--- src/include/phold_consts.svh ---
`ifndef PHOLD_CONSTS_SVH
`define PHOLD_CONSTS_SVH

// engine sizing
`define PHOLD_NUM_CORE      4
`define PHOLD_NUM_LP        16     // also the queue depth
`define PHOLD_TIME_WID      16

// event generation
`define PHOLD_MIN_DELAY     4      // lookahead
`define PHOLD_DELAY_BITS    4      // random increment 0..15
`define PHOLD_EXEC_CYCLES   3

// run control
`define PHOLD_SIM_END_TIME  300
`define PHOLD_LFSR_SEED     16'hACE1

`endif
--- src/logic/phold_pkg.sv ---
`include "phold_consts.svh"

package phold_pkg;

   typedef logic [`PHOLD_TIME_WID-1:0] sim_time_t;
   typedef logic [$clog2(`PHOLD_NUM_LP)-1:0] lp_id_t;
   typedef logic [$clog2(`PHOLD_NUM_CORE)-1:0] core_id_t;

   // target lp in the upper bits, timestamp below
   typedef struct packed {
      lp_id_t    lp;
      sim_time_t ts;
   } event_msg_t;

   typedef enum logic [2:0] {
      IDLE, INIT, READY, RUNNING, FINISHED, DONE
   } sim_state_e;

   typedef enum logic [1:0] {
      FREE, EXEC, RETURN
   } core_state_e;

endpackage

--- src/logic/sim_ctrl.sv ---
`timescale 1ns/10ps
`include "phold_consts.svh"

module sim_ctrl (
   input  logic                  clk,
   input  logic                  rst_n,
   input  phold_pkg::sim_time_t  gvt,
   output phold_pkg::sim_state_e state,
   output phold_pkg::lp_id_t     init_lp,
   output logic                  rtn_vld
);
   import phold_pkg::*;

   sim_state_e next_state;
   lp_id_t     init_cnt;

   always_comb begin
      next_state = state;
      case (state)
         IDLE:     next_state = INIT;
         INIT: begin
            if (init_cnt == lp_id_t'(`PHOLD_NUM_LP - 1))
               next_state = READY;    // last lp seeded
         end
         READY:    next_state = RUNNING;
         RUNNING: begin
            if (gvt > `PHOLD_SIM_END_TIME)
               next_state = FINISHED;
         end
         FINISHED: next_state = DONE;
         default:  next_state = DONE;   // parked until reset
      endcase
   end

   always_ff @(posedge clk or negedge rst_n) begin
      if (!rst_n) begin
         state    <= IDLE;
         init_cnt <= '0;
      end else begin
         state    <= next_state;
         init_cnt <= (state == INIT) ? init_cnt + 1'b1 : '0;
      end
   end

   assign init_lp = init_cnt;
   assign rtn_vld = (state == FINISHED);   // single cycle by construction

endmodule

--- config.mk ---
export PLATFORM = sky130hd
export DESIGN_NAME = sim_ctrl
export DESIGN_NICKNAME = d
export VERILOG_FILES = /design/src/logic/phold_pkg.sv /design/src/logic/sim_ctrl.sv
export VERILOG_INCLUDE_DIRS = /design/src /design/src/include
export SDC_FILE = /design/constraint.sdc
export NUM_CORES = 1
export LEC_CHECK = 0
export CORE_AREA = 10 10 47 49
export CTS_CLUSTER_SIZE = 14
export DETAILED_ROUTE_END_ITERATION = 16
export DIE_AREA = 0 0 57 59
export DONT_BUFFER_PORTS = 1
export SLEW_MARGIN = 10
export SYNTH_ARGS = -nofsm -noshare
export SYNTH_HDL_FRONTEND = slang
export SYNTH_SLANG_ARGS = --single-unit
--- constraint.sdc ---
create_clock -name clk -period 1.32 [get_ports clk]
set_input_delay 0.132 -clock clk [delete_from_list [all_inputs] [get_ports clk]]
set_output_delay 0.132 -clock clk [all_outputs]
set_load 0.01 [all_outputs]
==> qor.csv <==
metric,value,unit
nets,65,
WL final,1030,microns
CP Class,register to primary output,
area of the core,1400,sq um
DR vias/cell,5.46,
register share of total power,0.492,
Int Pwr,0.333,mW
register bit total from synthesis,7,
placed cell areas,438,sq um
Max-cap violations,0,
die area,3360,sq um
Non-Filler Instances,61,
Fin. Hold Viols,0,
worst r2r src,state[0]$_DFFE_PN0P_,
worst ir drop on vdd,0.000498,V
fmax,0.829,GHz
Reg2Reg Setup Slack,0.20,ns
DRT iter0 DRCs,4,
cell row count,14,
Port Buffers,0,
CTS tree,done,
Worst slew margin,0.780,
Longest Clk Path Bufs,2,
drc violations,0,
Logic pwr share,0.037,
Avg WL per Cell,16.9,microns
Critical Path AT,1.07,ns
IO Count,26,
yosys warns,0,
Die Height,59,microns
worst hold path stage count,3,
DR pass1 iterations,4,
syn_nets,55,
"most common cell after layout, fill and taps aside",dfrtp_1,
Sw Share,0.236,
Placer Congestion,0.760,
synthesized area per cell,10.8,sq um
Starting Density,0.277,
dominant cells by area after synthesis,"dfrtp_1 45%, nor4_4 5.5%, nand3_1 3.9%",
Post-Place Cells,56,
largest net degree at the start of global routing,9,
Via Count,333,
post-route ant nets,0,
Power Density,907,nW/um^2
CP required,1.19,ns
grt ovf,0,
hold_ws,0.0695,ns
worst hold path class,input pin to register,
post-DP HPWL,866,microns
worst r2r path cells,4,
Die X-Extent,57,microns
Setup Buffers After CTS,0,
skew final,0.00341,ns
total CTS buffers,3,
min cycle time layout,1.21,ns
initial antenna violation count,0,
GRT Total Usage,0.0646,
Setup-failing EPs final,0,
Setup crit end kind,primary output,
first-pass GRT wire length,1660,microns
cell leakage power,0.180,nW
number of global-route vias before repair,372,
register area share after synthesis,0.452,
root buf cell,clkbuf_4,
NetSw,0.103,mW
status,completed,
Slew @ Worst Pin,0.329,ns
TNS Setup,0,ns
post-route cell area,480,sq um
Pins Over Slew Limit,0,
worst-path fanout max,8,
RSZ-0062 raised after global routing,false,
Synth cell types,24,
most frequent cells in the layout,"7 x dfrtp_1, 4 x nor2_1, 4 x buf_4",
clock sinks,7,
Synth top area share,0.452,
Clock Power Share,0.470,
Mapped Area,388,sq um
H-tree levels,1,
clock-pin slew on the worst setup and hold paths,0.06,ns
Pwr Total,0.436,mW
Worst Hold Endpoint,state[0]$_DFFE_PN0P_,
FF-to-FF End,state[2]$_DFFE_PN0P_,
Skew-Pair Late Insertion Delay,0.26,ns
Final Cycle Share,0.914,
share of post-route cells with drive strength above 1,0.311,
antenna cell count,0,
cell count after synthesis,36,
Hold Crit Start,gvt[9],
CP startpoint kind,register,
"area leader, netlist",dfrtp_1,
Area growth syn-to-layout,23.9,%
filler cell count,150,
[power by group through the flow]
stage / Clock, mW / Combinational [mW] / Sequential [mW]
after global routing: 0.215 / 0.0191 / 0.214
after CTS: 0.211 / 0.0175 / 0.215
after detailed placement: 0 / 0.0106 / 0.219
after floorplan: 0 / 0.00918 / 0.219
final: 0.205 / 0.0163 / 0.215
after global placement: 0 / 0.0102 / 0.219
[registers in the layout (all words and copies together), names as in the netlist]
| signal | flops |
|---|---|
| state | 3 |
| init_lp | 4 |
[layout make-up]
type / count / area, sq um / area share
multi-input cells: 28 / 214 / 0.445
flip-flops and latches: 7 / 175 / 0.365
repair buffers: 5 / 40.0 / 0.0833
clock buffers: 3 / 22.5 / 0.0469
well taps: 16 / 20.0 / 0.0417
clock inverters: 1 / 5.00 / 0.0104
inverters: 1 / 3.75 / 0.00781
[Yosys cell counts, drive strengths merged]
cell / instances
nor2: 4
inv: 1
nor3b: 2
ha: 1
xor2: 1
a311o: 1
o31ai: 1
nor3: 2
nand4b: 1
o21ai: 2
nand3: 3
nor4: 1
or3b: 1
a21oi: 2
o22a: 1
a31oi: 1
xnor2: 1
nand2b: 1
dfrtp: 7
o211ai: 1
nand2: 1
[metal layers]
metal	part of all wire	vias up	GRT usage	wire length, microns
met3	0.048	5	0.0150	49
met5	0	-	0	0
li1	-	156	-	-
met2	0.56	14	0.112	575
met1	0.34	158	0.0552	351
met4	0.050	0	0.0805	51
[per-stage QoR]
step | setup slack, ns | utilization
5_1_grt | 0.0811 | 0.343
3_5_place_dp | 0.201 | 0.313
4_1_cts | 0.0967 | 0.343
3_3_place_gp | 0.222 | 0.313
2_1_floorplan | 0.130 | -
6_report | 0.113 | 0.343
[critical path: stages, from the launching register on]
cell and delay (ns):
dfrtp_1 0.38, buf_4 0.17, nor3b_2 0.26
[cells by family (layout without fill, tap and decap cells)]
group,Yosys count,after routing,share of synthesized area
flip-flops,7,7,0.452
buffers and inverters,1,10,0.00967
AO/OA/AOI/OAI,9,9,0.174
adder cells (fa/ha/maj),1,1,0.0323
XOR/XNOR,2,2,0.0452
AND/OR/NAND/NOR,16,16,0.287
[worst max-delay path by stage]
stage	startpoint	end
after floorplan	state[1]$_DFFE_PN0P_	state[1]$_DFFE_PN0P_
after global placement	init_lp[1]$_DFF_PN0_	state[0]$_DFFE_PN0P_
after detailed placement	init_lp[1]$_DFF_PN0_	state[0]$_DFFE_PN0P_
after CTS	state[1]$_DFFE_PN0P_	rtn_vld
after global routing	state[1]$_DFFE_PN0P_	rtn_vld
final	state[1]$_DFFE_PN0P_	rtn_vld
[what timing repair did]
action / CTS / global route
hold endpoints to repair: 7 / 0
setup endpoints to repair: 1 / 0
resized for setup: 1 / 0
hold buffers: 1 / 0
Note: power is estimated with default switching activity, not from simulation.
