`src/include/phold_consts.svh`:
```
`ifndef PHOLD_CONSTS_SVH
`define PHOLD_CONSTS_SVH

// engine sizing
`define PHOLD_NUM_CORE      4
`define PHOLD_NUM_LP        16     // also the queue depth
`define PHOLD_TIME_WID      16

// event generation
`define PHOLD_MIN_DELAY     4      // lookahead
`define PHOLD_DELAY_BITS    4      // random increment 0..15
`define PHOLD_EXEC_CYCLES   3

// run control
`define PHOLD_SIM_END_TIME  300
`define PHOLD_LFSR_SEED     16'hACE1

`endif
```
`src/logic/lfsr.sv`:
```
`timescale 1ns/10ps
`include "phold_consts.svh"

module lfsr (
   input  logic        clk,
   input  logic        rst_n,
   input  logic        next,
   output logic [15:0] rnd
);

   // x^16 + x^14 + x^13 + x^11 + 1, right-shifting galois form
   localparam logic [15:0] TAPS = 16'hB400;

   always_ff @(posedge clk or negedge rst_n) begin
      if (!rst_n)
         rnd <= `PHOLD_LFSR_SEED;
      else if (next)
         rnd <= {1'b0, rnd[15:1]} ^ (rnd[0] ? TAPS : 16'h0000);
   end

endmodule

```
`config.mk`:
```
export PLATFORM = sky130hd
export DESIGN_NAME = lfsr
export DESIGN_NICKNAME = d
export VERILOG_FILES = /design/src/logic/lfsr.sv
export VERILOG_INCLUDE_DIRS = /design/src /design/src/include
export SDC_FILE = /design/constraint.sdc
export NUM_CORES = 1
export LEC_CHECK = 0
export BUFFER_PORTS_ARGS = -buffer_cell sky130_fd_sc_hd__buf_4
export CAP_MARGIN = 20
export CORE_MARGIN = 8
export CORE_UTILIZATION = 41
export DETAILED_ROUTE_END_ITERATION = 8
export PLACE_DENSITY = 0.66
export SLEW_MARGIN = 20
export SYNTH_ARGS = -nofsm -noshare
export SYNTH_HDL_FRONTEND = slang
export SYNTH_SLANG_ARGS = --single-unit
```
`constraint.sdc`:
```
create_clock -name clk -period 1.4 [get_ports clk]
set_input_delay 0.28 -clock clk [delete_from_list [all_inputs] [get_ports clk]]
set_output_delay 0.28 -clock clk [all_outputs]
set_load 0.1 [all_outputs]
```
==> reports/qor.txt, run 1 <==
Worst Setup Start Kind = flop
CTS Buffer Depth = 2
Final hold vios = 0
Detailed Routing Iterations Pass 1 = 4
Buffers added on ports = 18
Crit path time final = 1360 ps
Die width = 56.0 µm
Floorplan row count = 14
Least-Margin Pin Slew = 281 ps
Die H = 56.0 µm
Starting Density = 43.5%
H-tree Lvls = 1
Crit-path leading delay family = flip-flops
DRC = 0
# diodes = 0
Worst path cell trace = buf_8
Reg with most FFs = rnd
DR iter-0 viols = 2
Synth-to-layout area growth = 36.1%
Final worst slack = 36.6 ps
Worst Path Buf+Inv = 1
CTS tree = done
Critical path class = flop to primary output
Crit-path max cell delay = 590 ps
Seq/Total Area, Yosys = 62.6%
Run status = completed
Total negative setup slack = 0 ps
Crit path capture type = primary output
HP Start = next
Sink Count = 16
Max-slew violation count = 0
GRT overflow = 0
Syn_nets = 43
Detail Placement HPWL = 817 µm
Filler instances = 134
CTS clk-pin slew, worst paths = 100 ps
Place WS = 235 ps
RePlAce Congestion = 0.661
Syn Area/Cell = 16.4 µm²
Number of global-route vias before repair = 397
Worst Hold Class = primary input to flop
Avg WL per Cell = 14.9 µm
Routed Antenna Nets = 0
CP max FO = 3
All-Layer GR Usage = 7.90%
Worst-Skew Late Latency = 290 ps
Critical path's slowest cell = dfstp_2
Mean number of vias per cell = 4.97
Synth Register Bits = 16
Reg2Reg Launch Point = rnd[0]
I/O pin total = 19
Final Skew = 12.3 ps
CTS Root Cell = clkbuf_4
Proportion of layout cells with a drive suffix above 1 = 71.0%
CTS Buf Count = 3
Die Area = 3130 µm²
Largest regs = rnd (16)
Synthesized cell area = 656 µm²
Worst EP required = 1120 ps
Crit path launch = rnd[11]
Worst rel slew slack = 81.4%
First-pass GRT wire length = 1.97 mm
Peak Freq = 0.733 GHz
Setup-failing EPs final = 0
Vias = 388
Net count, final = 66
Cell variety after synth = 9
Largest register FFs = 16
Max Cap Viol = 0
Largest net degree at the start of global routing = 20
Worst EP arrival = 1080 ps
Core footprint = 1510 µm²
Number of antenna violations at the first check in global routing = 0
Ys Warns = 0
DRT Wirelength = 1.17 mm
Final Core Density = 59.2%
Final period util = 97.4%
Unrepaired setup endpoints after global routing = false
Post-Syn Instances = 40
worst reg2reg max path: stages, from the launching register on:
cell     delay, ps
dfstp_2        610
buf_4          140
xnor2_1         60
a21oi_1        140
area by class of cell:
class	instances	area, µm²	share of cell area, %
Clock buffer	4	36.3	4.07
Multi-Input combinational cell	22	214	24.0
Sequential cell	16	410	46.0
Tap cell	16	20.0	2.24
Timing Repair Buffer	20	211	23.7
what timing repair did:
item                                    in CTS  in global routing
setup buffers                                0                  1
pin swaps                                    0                  0
hold endpoints to repair                     8                  0
hold buffers                                 1                  0
endpoints found under the setup margin       8                  5
gates resized for setup                     10                  5
stage by stage:
stage / std cells / hold slack [ps] / area (µm²)
6_report: 78 / 321 / 892
5_1_grt: 78 / 332 / 892
4_1_cts: 77 / 310 / 865
3_5_place_dp: 72 / 144 / 779
3_3_place_gp: 72 / 145 / 779
2_1_floorplan: 40 / -15.6 / 656
cell usage in the layout (no fill, tap or decap):
master and instances:
dfrtp_1 8, mux2_4 4, dfstp_2 8, mux2_2 9, clkbuf_8 1, buf_8 3, dlygate4sd3_1 1, xnor2_1 3
buf_12 2, clkbuf_4 3, a21oi_1 3, buf_4 11, nor2_1 3, buf_6 3
worst paths after layout:
kind                           end  slack (ps)  cells after the start
setup / recovery           rnd[11]          40                      1
hold / removal             rnd[13]         320                      2
setup reg to reg           rnd[13]         410                      3
hold reg to reg            rnd[10]         510                      2
max in group asynchronous   rnd[0]         780                      2
min in group asynchronous  rnd[12]         370                      2
layer usage:
| metal | vias to the layer above | track usage (%) | share of wire, % |
|---|---|---|---|
| met2 | 13 | 11.3 | 49 |
| met1 | 191 | 8.68 | 42 |
| met3 | 2 | 5.25 | 7.6 |
| met4 | 0 | 4.12 | 1.5 |
| met5 | - | 0 | 0 |
| li1 | 182 | - | - |
synth_stat cells:
| master | instances | share of area (%) |
|---|---|---|
| xnor2_1 | 3 | 4.0 |
| a21oi_1 | 3 | 2.3 |
| nor2_1 | 3 | 1.7 |
| buf_12 | 1 | 3.1 |
| mux2_4 | 4 | 9.2 |
| mux2_2 | 9 | 15 |
| dfstp_2 | 8 | 32 |
| buf_6 | 1 | 1.7 |
| dfrtp_1 | 8 | 31 |
logic make-up (layout without fill, tap and decap cells):
group / after synthesis / count (layout) / synth area share [%]
simple gates: 3 / 3 / 1.72
xor+xnor: 3 / 3 / 4.01
flops: 16 / 16 / 62.6
mux: 13 / 13 / 24.6
buf+inv: 2 / 24 / 4.77
compound gates: 3 / 3 / 2.29
Power of run 1 is left out: the tool's default activity adds up to more than one toggle a clock period on the data nets, which glitch-free logic cannot reach.
==> run 2, diff against run 1 <==
--- a/config.mk
+++ b/config.mk
@@ -6,12 +6,11 @@
 export SDC_FILE = /design/constraint.sdc
 export NUM_CORES = 1
 export LEC_CHECK = 0
-export BUFFER_PORTS_ARGS = -buffer_cell sky130_fd_sc_hd__buf_4
 export CAP_MARGIN = 20
 export CORE_MARGIN = 8
 export CORE_UTILIZATION = 41
 export DETAILED_ROUTE_END_ITERATION = 8
-export PLACE_DENSITY = 0.66
+export DONT_BUFFER_PORTS = 1
 export SLEW_MARGIN = 20
 export SYNTH_ARGS = -nofsm -noshare
 export SYNTH_HDL_FRONTEND = slang
==> reports/qor.txt, run 2 (same netlist as run 1, synthesis figures left out) <==
Run status = completed
Starting Density = 43.5%
Final period util = 96.9%
Die width = 56.0 µm
First-pass GRT wire length = 2.24 mm
Final Skew = 2.32 ps
Core footprint = 1510 µm²
Worst Setup Start Kind = flop
GRT overflow = 0
CTS clk-pin slew, worst paths = 90 ps
Crit-path max cell delay = 590 ps
Worst-Skew Late Latency = 300 ps
Number of antenna violations at the first check in global routing = 0
Crit-path leading delay family = flip-flops
Worst EP arrival = 1080 ps
Largest register FFs = 16
Least-Margin Pin Slew = 702 ps
CTS Root Cell = clkbuf_4
Die H = 56.0 µm
Critical path class = flop to primary output
Buffers added on ports = 0
Worst Hold Class = primary input to flop
Number of global-route vias before repair = 442
Total negative setup slack = 0 ps
I/O pin total = 19
Commonest non-fill, non-tap cell in the layout = buf_12
Worst EP required = 1120 ps
R2R setup slack = 380 ps
CP max FO = 3
# diodes = 0
Net count, final = 64
Unrepaired setup endpoints after global routing = false
Vias = 393
Detailed Routing Iterations Pass 1 = 4
CTS Buf Count = 3
Resized cells post-CTS = 0
DRT Wirelength = 1.32 mm
DR iter-0 viols = 6
Reg with most FFs = rnd
Worst Path Buf+Inv = 1
Peak Freq = 0.737 GHz
Crit path time final = 1360 ps
H-tree Lvls = 1
Mean number of vias per cell = 5.17
DRC = 0
Worst path cell trace = buf_12
Floorplan row count = 14
Largest net degree at the start of global routing = 20
Most frequent cells in the layout = 15 x buf_12, 9 x mux2_2, 8 x dfstp_2, 8 x dfrtp_1, 4 x mux2_4
Setup-failing EPs final = 0
CTS Buffer Depth = 2
Max Cap Viol = 0
Worst rel slew slack = 53.0%
All-Layer GR Usage = 9.56%
Routed Antenna Nets = 0
RePlAce Congestion = 0.739
Crit path capture type = primary output
CTS tree = done
Synth-to-layout area growth = 53.4%
Filler instances = 105
Largest regs = rnd (16)
Sink Count = 16
Max-slew violation count = 0
Proportion of layout cells with a drive suffix above 1 = 70.0%
Final hold vios = 0
Critical path's slowest cell = dfstp_2
Avg WL per Cell = 17.3 µm
Die Area = 3130 µm²
[run 2: cell count changes in the layout (fill, tap and decap cells not counted)]
cell,delta
buf_4,-9
buf_12,+13
buf_6,-3
buf_8,-3
[run 2: routing by layer]
layer	wire, µm	part of all wire (%)	track usage [%]	vias to the layer above
met5	0	0	0	-
li1	-	-	-	176
met3	155	12	7.08	4
met4	45	3.4	7.22	0
met2	627	48	14.4	17
met1	489	37	8.56	196
[run 2: through the flow]
| step | instance area [µm²] | worst slack, ps | std cells | hold slack, ps | utilization, % |
|---|---|---|---|---|---|
| after floorplan | 656 | 118 | 40 | -15.6 | - |
| after global placement | 952 | 325 | 70 | -15.1 | 63.2 |
| after detailed placement | 952 | 315 | 70 | -15.0 | 63.2 |
| after CTS | 1010 | 25.0 | 76 | 16.2 | 66.8 |
| after global routing | 1010 | 6.25 | 76 | 15.8 | 66.8 |
| final | 1010 | 42.7 | 76 | 30.1 | 66.8 |
[run 2: path summary, 6_finish.rpt]
| check | start | end | depth (start not counted) |
|---|---|---|---|
| min reg2reg | rnd[13] | rnd[13] | 2 |
| min | next | rnd[10] | 1 |
| min in group asynchronous | rst_n | rnd[12] | 1 |
| max in group asynchronous | rst_n | rnd[4] | 1 |
| max reg2reg | rnd[0] | rnd[13] | 3 |
| max | rnd[11] | rnd[11] | 1 |
[run 2: final cells by class]
class                           count  area (µm²)  share of cell area (%)
Timing Repair Buffer               18         325                    32.3
Tap cell                           16        20.0                    1.99
Multi-Input combinational cell     22         214                    21.3
Sequential cell                    16         410                    40.8
Clock buffer                        4        36.3                    3.61
[run 2: what timing repair did]
item	in CTS	in global routing
hold buffers	1	0
endpoints found under the setup margin	1	0
hold endpoints to repair	16	0
buffers inserted	1	0
Power of run 2 is left out for the same reason.
