### config.mk
export PLATFORM = sky130hd
export DESIGN_NAME = gvt_calc_flat
export DESIGN_NICKNAME = d
export VERILOG_FILES = /design/src/logic/phold_pkg.sv /design/src/logic/core_bus_if.sv /design/src/logic/gvt_calc.sv /design/src/flat_wrapper.sv
export VERILOG_INCLUDE_DIRS = /design/src /design/src/include
export SDC_FILE = /design/constraint.sdc
export NUM_CORES = 1
export LEC_CHECK = 0
export BUFFER_PORTS_ARGS = -buffer_cell sky130_fd_sc_hd__buf_2
export CORE_ASPECT_RATIO = 0.7
export CORE_MARGIN = 2
export CORE_UTILIZATION = 56
export CTS_CLUSTER_SIZE = 25
export DETAILED_ROUTE_END_ITERATION = 8
export MAX_ROUTING_LAYER = met4
export PLACE_DENSITY = 0.95
export SYNTH_ARGS = -nofsm -noshare
export SYNTH_HDL_FRONTEND = slang
export SYNTH_SLANG_ARGS = --single-unit
### constraint.sdc
create_clock -name clk -period 0.92 [get_ports clk]
set_input_delay 0.138 -clock clk [delete_from_list [all_inputs] [get_ports clk]]
set_output_delay 0.138 -clock clk [all_outputs]
set_load 0.01 [all_outputs]
### src/include/phold_consts.svh
`ifndef PHOLD_CONSTS_SVH
`define PHOLD_CONSTS_SVH

// engine sizing
`define PHOLD_NUM_CORE      4
`define PHOLD_NUM_LP        16     // also the queue depth
`define PHOLD_TIME_WID      16

// event generation
`define PHOLD_MIN_DELAY     4      // lookahead
`define PHOLD_DELAY_BITS    4      // random increment 0..15
`define PHOLD_EXEC_CYCLES   3

// run control
`define PHOLD_SIM_END_TIME  300
`define PHOLD_LFSR_SEED     16'hACE1

`endif
### src/logic/phold_pkg.sv
`include "phold_consts.svh"

package phold_pkg;

   typedef logic [`PHOLD_TIME_WID-1:0] sim_time_t;
   typedef logic [$clog2(`PHOLD_NUM_LP)-1:0] lp_id_t;
   typedef logic [$clog2(`PHOLD_NUM_CORE)-1:0] core_id_t;

   // target lp in the upper bits, timestamp below
   typedef struct packed {
      lp_id_t    lp;
      sim_time_t ts;
   } event_msg_t;

   typedef enum logic [2:0] {
      IDLE, INIT, READY, RUNNING, FINISHED, DONE
   } sim_state_e;

   typedef enum logic [1:0] {
      FREE, EXEC, RETURN
   } core_state_e;

endpackage

### src/logic/core_bus_if.sv
`timescale 1ns/10ps
`include "phold_consts.svh"

interface core_bus_if;
   import phold_pkg::*;

   localparam int N = `PHOLD_NUM_CORE;

   logic [N-1:0]       evt_vld;    // dispatch strobe per core
   event_msg_t         evt_msg;    // shared by all cores
   logic [N-1:0]       ready;
   logic [N-1:0]       done;
   event_msg_t [N-1:0] out_msg;
   logic [N-1:0]       ack;
   logic [N-1:0]       busy;
   sim_time_t [N-1:0]  busy_time;

   modport dispatch (output evt_vld, evt_msg, ack,
                     input  ready, done, out_msg);

   modport pool (input  evt_vld, evt_msg, ack,
                 output ready, done, out_msg, busy, busy_time);

   // min-time tap for the gvt logic
   modport gvt (input busy, busy_time);

endinterface

### src/logic/gvt_calc.sv
`timescale 1ns/10ps
`include "phold_consts.svh"

module gvt_calc (
   input  logic                  clk,
   input  logic                  rst_n,
   input  phold_pkg::sim_state_e state,
   input  phold_pkg::event_msg_t head,
   input  logic                  empty,
   core_bus_if.gvt               bus,
   output phold_pkg::sim_time_t  gvt
);
   import phold_pkg::*;

   localparam int N = `PHOLD_NUM_CORE;

   sim_time_t min_t;
   logic      min_vld;

   // oldest pending time across queue head and in-flight events
   always_comb begin
      min_vld = !empty;
      min_t   = head.ts;
      for (int i = 0; i < N; i++) begin
         if (bus.busy[i] && (!min_vld || bus.busy_time[i] < min_t)) begin
            min_vld = 1'b1;
            min_t   = bus.busy_time[i];
         end
      end
   end

   always_ff @(posedge clk or negedge rst_n) begin
      if (!rst_n)
         gvt <= '0;
      else if (state == RUNNING && min_vld)
         gvt <= min_t;   // frozen outside RUNNING
   end

endmodule

### src/flat_wrapper.sv
// flat-port wrapper written by rule: the top's interface ports become plain ports
module gvt_calc_flat import phold_pkg::*;
  (clk, rst_n, state, head, empty, gvt, bus_busy, bus_busy_time);
  core_bus_if bus_i ();
  input  logic clk;
  input  logic rst_n;
  input  phold_pkg::sim_state_e state;
  input  phold_pkg::event_msg_t head;
  input  logic empty;
  output phold_pkg::sim_time_t gvt;
  input wire logic [$bits(bus_i.busy)-1:0] bus_busy;
  input wire logic [$bits(bus_i.busy_time)-1:0] bus_busy_time;
  assign bus_i.busy = bus_busy;
  assign bus_i.busy_time = bus_busy_time;
  gvt_calc u_core (.clk(clk), .rst_n(rst_n), .state(state), .head(head), .empty(empty), .bus(bus_i), .gvt(gvt));
endmodule
==> results.md, run 1 <==
* Status: aborted with a tool error
* Stopping stage: clock tree synthesis (4_1_cts)
* Tool error: [ERROR DPL-0038] Utilization greater than 100%, impossible to legalize
* EDFF count, synth at 0
* Root buffer cell: clkbuf_8
* Place WS at -7.34 ns
* Area leader, netlist: ha_1
* Die Span Y at around 66 µm
* Post-CTS Resized at 107
* FFs w/ async S/R, synth at 100%
* Syn avg cell area at approximately 8.1 µm²
* RD Place Congestion at between 0.9 and 1
* Clk sink count at 16
* DP HPWL at about 10000 µm
* Share of the synthesized area in the top cell type at 24.0%
* Synth warn at 0
* Yosys cell types at 45
* Sequential-to-total area share from yosys stat at 13.0%
* Setup Buffers After CTS at 34
* Register bit total from synthesis at 16
* Cell area after synthesis at a little over 3000 µm²
* Cells after synthesis at 378
* Syn nets at between 500 and 600
* Die Wd at 92.6 µm
* IO Count at between 100 and 150
* Hold bufs inserted after CTS at 1
* Clock Path Buffers at 2
* H-tree Lvls at 1
* I/O Buffers at ~110
* Post-synth top flop: dfrtp_1
* Initial core utilization at between 50 and 60%
* Largest cells by area after synthesis: ha_1, dfrtp_1, a211oi_1, mux2_2, mux2i_1
* # rows at 22
* Num CTS Buffers at 3
==> through the flow <==
| stage | cells | instance area, µm² | hold slack [ns] | util [%] |
|---|---|---|---|---|
| after floorplan | 378 | 3400 | -0.158 | - |
| after global placement | 643 | 4690 | 0.0656 | 89.2 |
| after detailed placement | 643 | 4690 | 0.0808 | 89.2 |
==> synth_stat cells (all sizes together) (9+ instances only) <==
library cell / count
a211oi: 22
ha: 59
nor3: 17
mux2i: 15
o31ai: 17
o21a: 9
mux2: 14
a21oi: 28
dfrtp: 16
nand4: 9
nand2: 28
buf: 9
nor2: 29
o21ai: 10
a21o: 13
inv: 36
==> logic make-up after synthesis <==
family          share of synthesized area [%]
fa+ha+maj                                24.0
flops                                    13.0
buf+inv                                  6.79
mux                                      10.0
compound gates                           30.4
simple gates                             15.8
==> run 2, diff against run 1 <==
Settings changed: CORE_ASPECT_RATIO 0.7 to not set, CORE_UTILIZATION 56 to 40, CTS_CLUSTER_SIZE 25 to not set, MAX_ROUTING_LAYER met4 to not set, PLACE_DENSITY 0.95 to not set, PLACE_DENSITY_LB_ADDON set to 0.15.
==> run 2 against run 1 <==
Net effect: the flow now finishes, with violations (negative setup slack); synthesized cell count unchanged; synthesized area did not move.
==> results.md, run 2 <==
* Sequential-to-total area share from yosys stat at 13.0% (unchanged)
* Remaining antenna violation count at 0
* Final Util at around 82%
* Clock Path Buffers at 2 (unchanged)
* Simple-Gate Fraction of Synth Area at 15.8% (unchanged)
* Post-route non-filler standard cell count at 750
* Critical Path Sink Type: register
* Syn avg cell area at 8.14 µm² (unchanged)
* Top Registers: u_core.gvt: 16 flops
* DRT Wirelength at around 12000 µm
* Post-synthesis xor/xnor area fraction at 0% (unchanged)
* Synth warn at 0 (unchanged)
* Most frequent cells in the layout: buf_4, buf_2, ha_1
* Max Cap Viol at 0
* Inserted Diodes at 0
* Crit-path max FO at 8
* Worst reg2reg path startpoint: u_core.gvt[5]$_DFFE_PN0P_
* RD Place Congestion at 0.814 (-12%)
* Worst hold path type: primary input to register
* Pwr/cell area at approximately 1300 nW/µm²
* Min-delay src: bus_busy_time[54]
* Register with the most flip-flops: u_core.gvt
* Critical path required time at around 1.1 ns
* Pre-antenna DRT Iters at 4
* Failing checks: negative setup slack
* Cells after synthesis at 378 (unchanged)
* FFs w/ async S/R, synth at 100% (unchanged)
* Largest family of logic cells by synthesized area: compound AO/OA/AOI/OAI gates
* Die Wd at 91.7 µm (-0.96%)
* Total power at between 7000 and 8000 µW
* Share of the synthesized area in the top cell type at 24.0% (unchanged)
* Clk_lat worst skew at ~0.25 ns
* RR Endpoint: u_core.gvt[5]$_DFFE_PN0P_
* Largest cells by area after synthesis: ha_1, dfrtp_1, a211oi_1, mux2_2, mux2i_1
* Post-synth top flop: dfrtp_1
* Max reg flops at 16
* Mux cell area share after synthesis at 10.0% (unchanged)
* First-pass GRT wire length at 17700 µm
* Drt wl/cell at 15.7 µm
* Largest net degree at the start of global routing at 17
* H-tree Lvls at 1 (unchanged)
* Global Route Usage Sum at 25.0%
* Clk slew on worst S/H paths at ~0.07 ns
* Period utilization at 786%
* FMAX at between 100 and 150 MHz
* Slew @ Worst Pin at 0.480 ns
* Worst setup path class: primary input to register
* Crit-path slowest cell: a2111oi_4
* Fin. Hold Viols at 0
* Initial core utilization at 41.8% (-17 points)
* Worst setup SP type: primary input
* Largest stage delay on the critical path at ~0.39 ns
* Core Region at 7370 µm²
* DRT iter0 DRCs at ~130
* Root buffer cell: clkbuf_8
* Post-layout net count at slightly above 800
* Most instantiated cells after synthesis: ha_1, inv_1, nor2_1, a21oi_1, nand2_1
* Setup violations, final at 17
* Slew HR at between 60% and 70%
* Die area at about 8400 µm²
* Yosys cell types at 45 (unchanged)
* Number of global-route vias before repair at between 3000 and 4000
* Setup slack after layout at -6.31 ns
* Synth Area in Adders at 24.0% (unchanged)
* LEAKAGE at about 0.003 µW
* # rows at 31 (+41%)
* Vias per inst at about 5.4
* RSZ-0062 raised after global routing: yes
* CTS tree: yes
* Via count at roughly 4000
* Die Span Y at 91.7 µm (+39%)
* Area growth syn-to-layout at 96.7%
* Tmin final at around 7.2 ns
* Worst path most repeated cell: buf_6
* Clk sink count at 16 (unchanged)
* Status: complete, but fails checks
* Worst EP arrival at roughly 7.4 ns
* DP HPWL at 8340 µm (-20%)
* Register bit total from synthesis at 16 (unchanged)
* Num CTS Buffers at 3 (unchanged)
* Area leader, netlist: ha_1
* IO Count at 110 (unchanged)
* Hold endpoint: u_core.gvt[6]$_DFFE_PN0P_
* Dpl cells at 701 (+9.0%)
* Register-to-register setup slack at about 0.13 ns
* Clock Skews at 0 ns
* IR drop worst, VDD at a little over 0.5 mV
* Slew Limit Fails at 0
* EDFF count, synth at 0 (unchanged)
* Cell depth of the worst hold path at 3
* Synth Area in Compound Gates at 30.4% (unchanged)
* DRC violations left at 0
* Layout cells sized above 1 at 64.5%
* Place WS at -6.95 ns (+0.391 ns)
* Most common cell after layout, fill and taps aside: buf_4
* Cell area after synthesis at 3080 µm² (unchanged)
* Count leader, synth: ha_1
* I/O Buffers at 105 (unchanged)
* GRT overflow at 0
* Syn nets at 531 (unchanged)
* Reg2Reg Depth at 3
* Initial antenna violation count at 0
## run 2: cell counts after synthesis
Identical to the previous run, type by type.
## run 2: per-stage QoR
| stage | instance area, µm² | hold slack [ns] | TNS, ns |
|---|---|---|---|
| 2_1_floorplan | 3400 | -0.158 | -100.52 |
| 3_3_place_gp | 4950 | 0.0665 | -109.23 |
| 3_5_place_dp | 4950 | 0.0642 | -110.51 |
| 4_1_cts | 5660 | 0.193 | -97.97 |
| 5_1_grt | 6050 | 0.208 | -105.13 |
| 6_report | 6050 | 0.191 | -99.95 |
## run 2: layer usage
layer,global-route usage [%],part of all wire [%],vias up
met5,0,0,-
met4,4.60,1.3,0
met3,1.97,5.6,19
met2,48.0,53,146
met1,30.3,40,1880
li1,-,-,1982
## run 2: repair_timing
action | 4_1_cts | 5_1_grt
setup endpoints to repair | 18 | 30
pin swaps | 29 | 27
buffers inserted | 26 | 15
endpoints found under the hold margin | 16 | 0
gates cloned | 2 | 1
resized for setup | 83 | 50
hold buffers | 1 | 0
## run 2: how the worst max path moves through the flow
stage | slack, ns | start | cells past startpoint | end
after global placement | -6.86 | head[10] | 37 | u_core.gvt[2]$_DFFE_PN0P_
final | -6.31 | bus_busy_time[11] | 37 | u_core.gvt[5]$_DFFE_PN0P_
after global routing | -6.60 | head[11] | 38 | u_core.gvt[5]$_DFFE_PN0P_
after floorplan | -6.37 | head[10] | 39 | u_core.gvt[2]$_DFFE_PN0P_
after detailed placement | -6.95 | head[10] | 37 | u_core.gvt[2]$_DFFE_PN0P_
after CTS | -6.15 | head[10] | 39 | u_core.gvt[11]$_DFFE_PN0P_
## run 2: worst max-delay path: cells and delay by family
kind	cells	cell delay, ns
AND/OR/NAND/NOR	10	1.72
AO/OA/AOI/OAI	15	2.96
adder cells (fa/ha/maj)	4	1.13
multiplexers	2	0.53
buffers and inverters	6	0.86
## run 2: power by group
part           leakage [µW]  switching, µW  internal, µW  total [µW]
Combinational       0.00273           2770          3190        5960
Sequential         0.000198            100           913        1010
Clock             0.0000288            247           380         627
## run 2: final cells by class
class	instances	area, µm²
Fill cell	438	1320
Inverter	36	155
Tap cell	99	124
Multi-Input combinational cell	314	3290
Sequential cell	16	400
Timing Repair Buffer	281	2030
Clock buffer	4	55.1
## run 2: cells by family after synthesis
family	Yosys count
buffers and inverters	49
muxes	29
DFF	16
and+or+nand+nor	102
adders and majority gates	59
AOI/OAI and AO/OA	123
(Power assumes the default switching activity.)
==> run 3, diff against run 2 <==
Settings changed: CORE_MARGIN 2 to not set, CORE_UTILIZATION 40 to 44, MAX_ROUTING_LAYER set to met4.
==> run 3 against run 2 <==
Net effect: the flow finishes with violations (design-rule violations, negative setup slack); maximum frequency shrank 2.1%; sequential power is essentially flat; core utilization grew 3.9 points; clock-buffer cell count is the same; largest power group unchanged; critical path depth shrank 3; register-to-register slack lost 0.02 ns.
==> results.md, run 3 (synthesis results as in run 2) <==
* Drt wl/cell at 15.6 µm (-1.0%)
* Worst setup path class: primary input to register
* Setup slack after layout at -6.46 ns (-0.153 ns)
* Critical path required time at 1.05 ns (-0.02 ns)
* Max reg flops at 16 (unchanged)
* Number of global-route vias before repair at 3812 (-1.8%)
* Initial antenna violation count at 0 (unchanged)
* Clk slew on worst S/H paths at 0.06 ns (about the same)
* DRT iter0 DRCs at 110 (-18%)
* Slew HR at 68.3% (+1.2 points)
* Die Wd at 85.6 µm (-6.6%)
* Crit-path slowest cell: nor3_1
* Initial core utilization at 45.3% (+3.5 points)
* LEAKAGE at 0.00289 µW (-2.0%)
* Worst EP arrival at 7.51 ns (+0.13 ns)
* Post-layout net count at 796 (-1.1%)
* I/O Buffers at 105 (unchanged)
* Status: complete, but fails checks
* Finished Cell Area at 5840 µm² (-3.5%)
* DP HPWL at 8360 µm (+0.25%)
* IO Count at 110 (unchanged)
* Global Route Usage Sum at 28.5% (+3.5 points)
* FMAX at 135 MHz (-2.1%)
* RSZ-0062 raised after global routing: yes
* Pre-antenna DRT Iters at 6 (+2)
* Most common cell after layout, fill and taps aside: buf_4
* Worst reg2reg path startpoint: u_core.gvt[0]$_DFFE_PN0P_
* Area of the multi-input gates at 3210 µm² (-2.4%)
* Most frequent cells in the layout: buf_4, buf_2, ha_1
* # rows at 30 (-3.2%)
* Area growth syn-to-layout at 89.8%
* Min-delay src: bus_busy_time[49]
* Die Span Y at 85.6 µm (-6.6%)
* H-tree Lvls at 1 (unchanged)
* Clock Skews at 0 ns (unchanged)
* Core Region at 6790 µm² (-7.8%)
* First-pass GRT wire length at 16600 µm (-5.9%)
* Top Registers: u_core.gvt: 16 flops
* Pwr/cell area at 1250 nW/µm² (-0.33%)
* Fin. Hold Viols at 0 (unchanged)
* GRT overflow at 0 (unchanged)
* Num CTS Buffers at 3 (unchanged)
* Area post-placement at 4950 µm² (about the same)
* Hold_ws at 0.190 ns (-0.000361 ns)
* Root buffer cell: clkbuf_8
* Worst setup SP type: primary input
* Register with the most flip-flops: u_core.gvt
* Inserted Diodes at 0 (unchanged)
* Worst hold path type: primary input to register
* Crit-path max FO at 8 (unchanged)
* Clk sink count at 16 (unchanged)
* Slew @ Worst Pin at 0.472 ns (-0.00893 ns)
* Via count at 3968 (-1.5%)
* Largest net degree at the start of global routing at 17 (unchanged)
* CTS tree: yes
* CP Launch Point: bus_busy_time[8]
* Largest stage delay on the critical path at 0.42 ns (+0.03 ns)
* Setup violations, final at 16 (-1)
* Period utilization at 802% (+17 points)
* Remaining antenna violation count at 0 (unchanged)
* Die area at 7330 µm² (-13%)
* DRT Wirelength at 11500 µm (-2.6%)
* Sequential cell area at 400 µm² (unchanged)
* Layout cells sized above 1 at 63.4% (-1.1 points)
* Clock Path Buffers at 2 (unchanged)
* Failing checks: design-rule violations, negative setup slack
* DRC violations left at 1 (+1)
* Tmin final at 7.38 ns (+0.153 ns)
* RD Place Congestion at 0.871 (+7.0%)
* Vias per inst at 5.38 (+0.14%)
* IR drop worst, VDD at 0.558 mV (+9.1%)
* Max Cap Viol at 0 (unchanged)
* Total power at 7310 µW (-3.8%)
* Slew Limit Fails at 0 (unchanged)
* Critical Path Sink Type: register
* Fill count at 375 (-14%)
* Clk_lat worst skew at 0.25 ns (about the same)
## run 3: changes by cell type in the layout (fill, tap and decap cells not counted), moves of 4 or more
cell     previous run  this run
nor2_2              2         8
buf_4             159       149
nor2_1             24        20
mux2i_4             7         2
a21oi_2            10         6
## run 3: layout make-up
type	count	area share [%]
Multi-Input combinational cell	315	54.9
Timing Repair Buffer	271	32.5
Sequential cell	16	6.85
Inverter	36	2.66
Tap cell	96	2.06
Clock buffer	4	0.942
## run 3: worst paths after layout
path,endpoint,slack (ns),cells after the start
worst max-delay path,u_core.gvt[14]$_DFFE_PN0P_,-6.46,34
worst min-delay path,u_core.gvt[1]$_DFFE_PN0P_,0.19,3
worst max register to register,u_core.gvt[0]$_DFFE_PN0P_,0.11,3
worst min register to register,u_core.gvt[12]$_DFFE_PN0P_,0.47,2
max in group asynchronous,u_core.gvt[4]$_DFFE_PN0P_,0.33,2
min in group asynchronous,u_core.gvt[11]$_DFFE_PN0P_,0.33,2
## run 3: power by group
group	total [µW]	leakage, µW	internal (µW)	switching, µW
Sequential	1010	0.000198	913	99.4
Combinational	5670	0.00267	2990	2690
Clock	624	0.0000288	380	244
## run 3: repair_timing
action / 4_1_cts / 5_1_grt
pin swaps: 9 / 37
hold buffers: 1 / 0
setup buffers: 9 / 22
endpoints found under the hold margin: 16 / 0
cloned: 2 / 2
resized for setup: 32 / 90
setup endpoints to repair: 16 / 25
## run 3: worst max-delay path, delay by kind of cell
kind                     cells  cell delay (ns)
AO/OA/AOI/OAI               12             2.60
AND/OR/NAND/NOR             11             2.32
adder cells (fa/ha/maj)      4             1.08
buffers and inverters        5             0.75
multiplexers                 2             0.60
## run 3: stage by stage
stage                     TNS, ns  instances  util (%)  worst slack, ns
final                     -102.40        738      86.0            -6.46
after global routing      -105.92        738      86.0            -6.68
after CTS                 -100.73        714      77.3            -6.34
after detailed placement  -112.78        698      72.9            -7.16
after global placement    -109.82        698      72.9            -6.90
after floorplan           -100.52        378         -            -6.37
## run 3: routing by layer
metal	part of all wire, %	vias to the layer above	GRT usage, %
li1	-	1974	-
met1	41	1839	32.8
met2	53	124	53.1
met3	3.1	31	0.866
met4	3.3	0	9.55
met5	0	-	-
==> run 4, diff against run 3 <==
Settings changed: CAP_MARGIN set to 15, CORE_UTILIZATION 44 to 56, RECOVER_POWER set to 100.
==> run 4 against run 3 <==
Net effect: the run now fails in clock tree synthesis (4_1_cts); synthesized cell count unchanged; synthesized area did not move.
==> results.md, run 4 <==
* DP HPWL at 9690 µm (+16%)
* Sequential-to-total area share from yosys stat at 13.0% (unchanged)
* Clk sink count at 16 (unchanged)
* Post-CTS Resized at 102 (+220%)
* H-tree Lvls at 1 (unchanged)
* EDFF count, synth at 0 (unchanged)
* Yosys cell types at 45 (unchanged)
* Synth warn at 0 (unchanged)
* Root buffer cell: clkbuf_8
* FFs w/ async S/R, synth at 100% (unchanged)
* Clock Path Buffers at 2 (unchanged)
* Hold bufs inserted after CTS at 1 (unchanged)
* Setup Buffers After CTS at 23 (+14)
* IO Count at 110 (unchanged)
* Num CTS Buffers at 3 (unchanged)
* Cell area after synthesis at 3080 µm² (unchanged)
* Count leader, synth: ha_1
* Post-synth top flop: dfrtp_1
* Most instantiated cells after synthesis: ha_1, inv_1, nor2_1, a21oi_1, nand2_1
* I/O Buffers at 105 (unchanged)
* Syn avg cell area at 8.14 µm² (unchanged)
* Initial core utilization at 59.1% (+14 points)
* # rows at 26 (-13%)
* Place WS at -7.32 ns (-0.160 ns)
* Status: aborted with a tool error
* Area leader, netlist: ha_1
* Die Wd at 76.1 µm (-11%)
* Syn nets at 531 (unchanged)
* Register bit total from synthesis at 16 (unchanged)
* Largest cells by area after synthesis: ha_1, dfrtp_1, a211oi_1, mux2_2, mux2i_1
* RD Place Congestion at 0.937 (+7.6%)
* Share of the synthesized area in the top cell type at 24.0% (unchanged)
* Tool error: [ERROR DPL-0038] Utilization greater than 100%, impossible to legalize
* Die Span Y at 76.1 µm (-11%)
* Dpl cells at 655 (-6.2%)
* Cells after synthesis at 378 (unchanged)
* Stopping stage: clock tree synthesis (4_1_cts)
run 4: metrics by stage:
stage	TNS, ns	instance area, µm²
2_1_floorplan	-100.52	3400
3_3_place_gp	-108.98	4790
3_5_place_dp	-115.82	4790
run 4: kinds of logic after synthesis:
kind of cell               after synthesis  synth area share [%]
AOI/OAI and AO/OA                      123                  30.4
adders and majority gates               59                  24.0
buffers and inverters                   49                  6.79
DFF                                     16                  13.0
muxes                                   29                  10.0
and+or+nand+nor                        102                  15.8
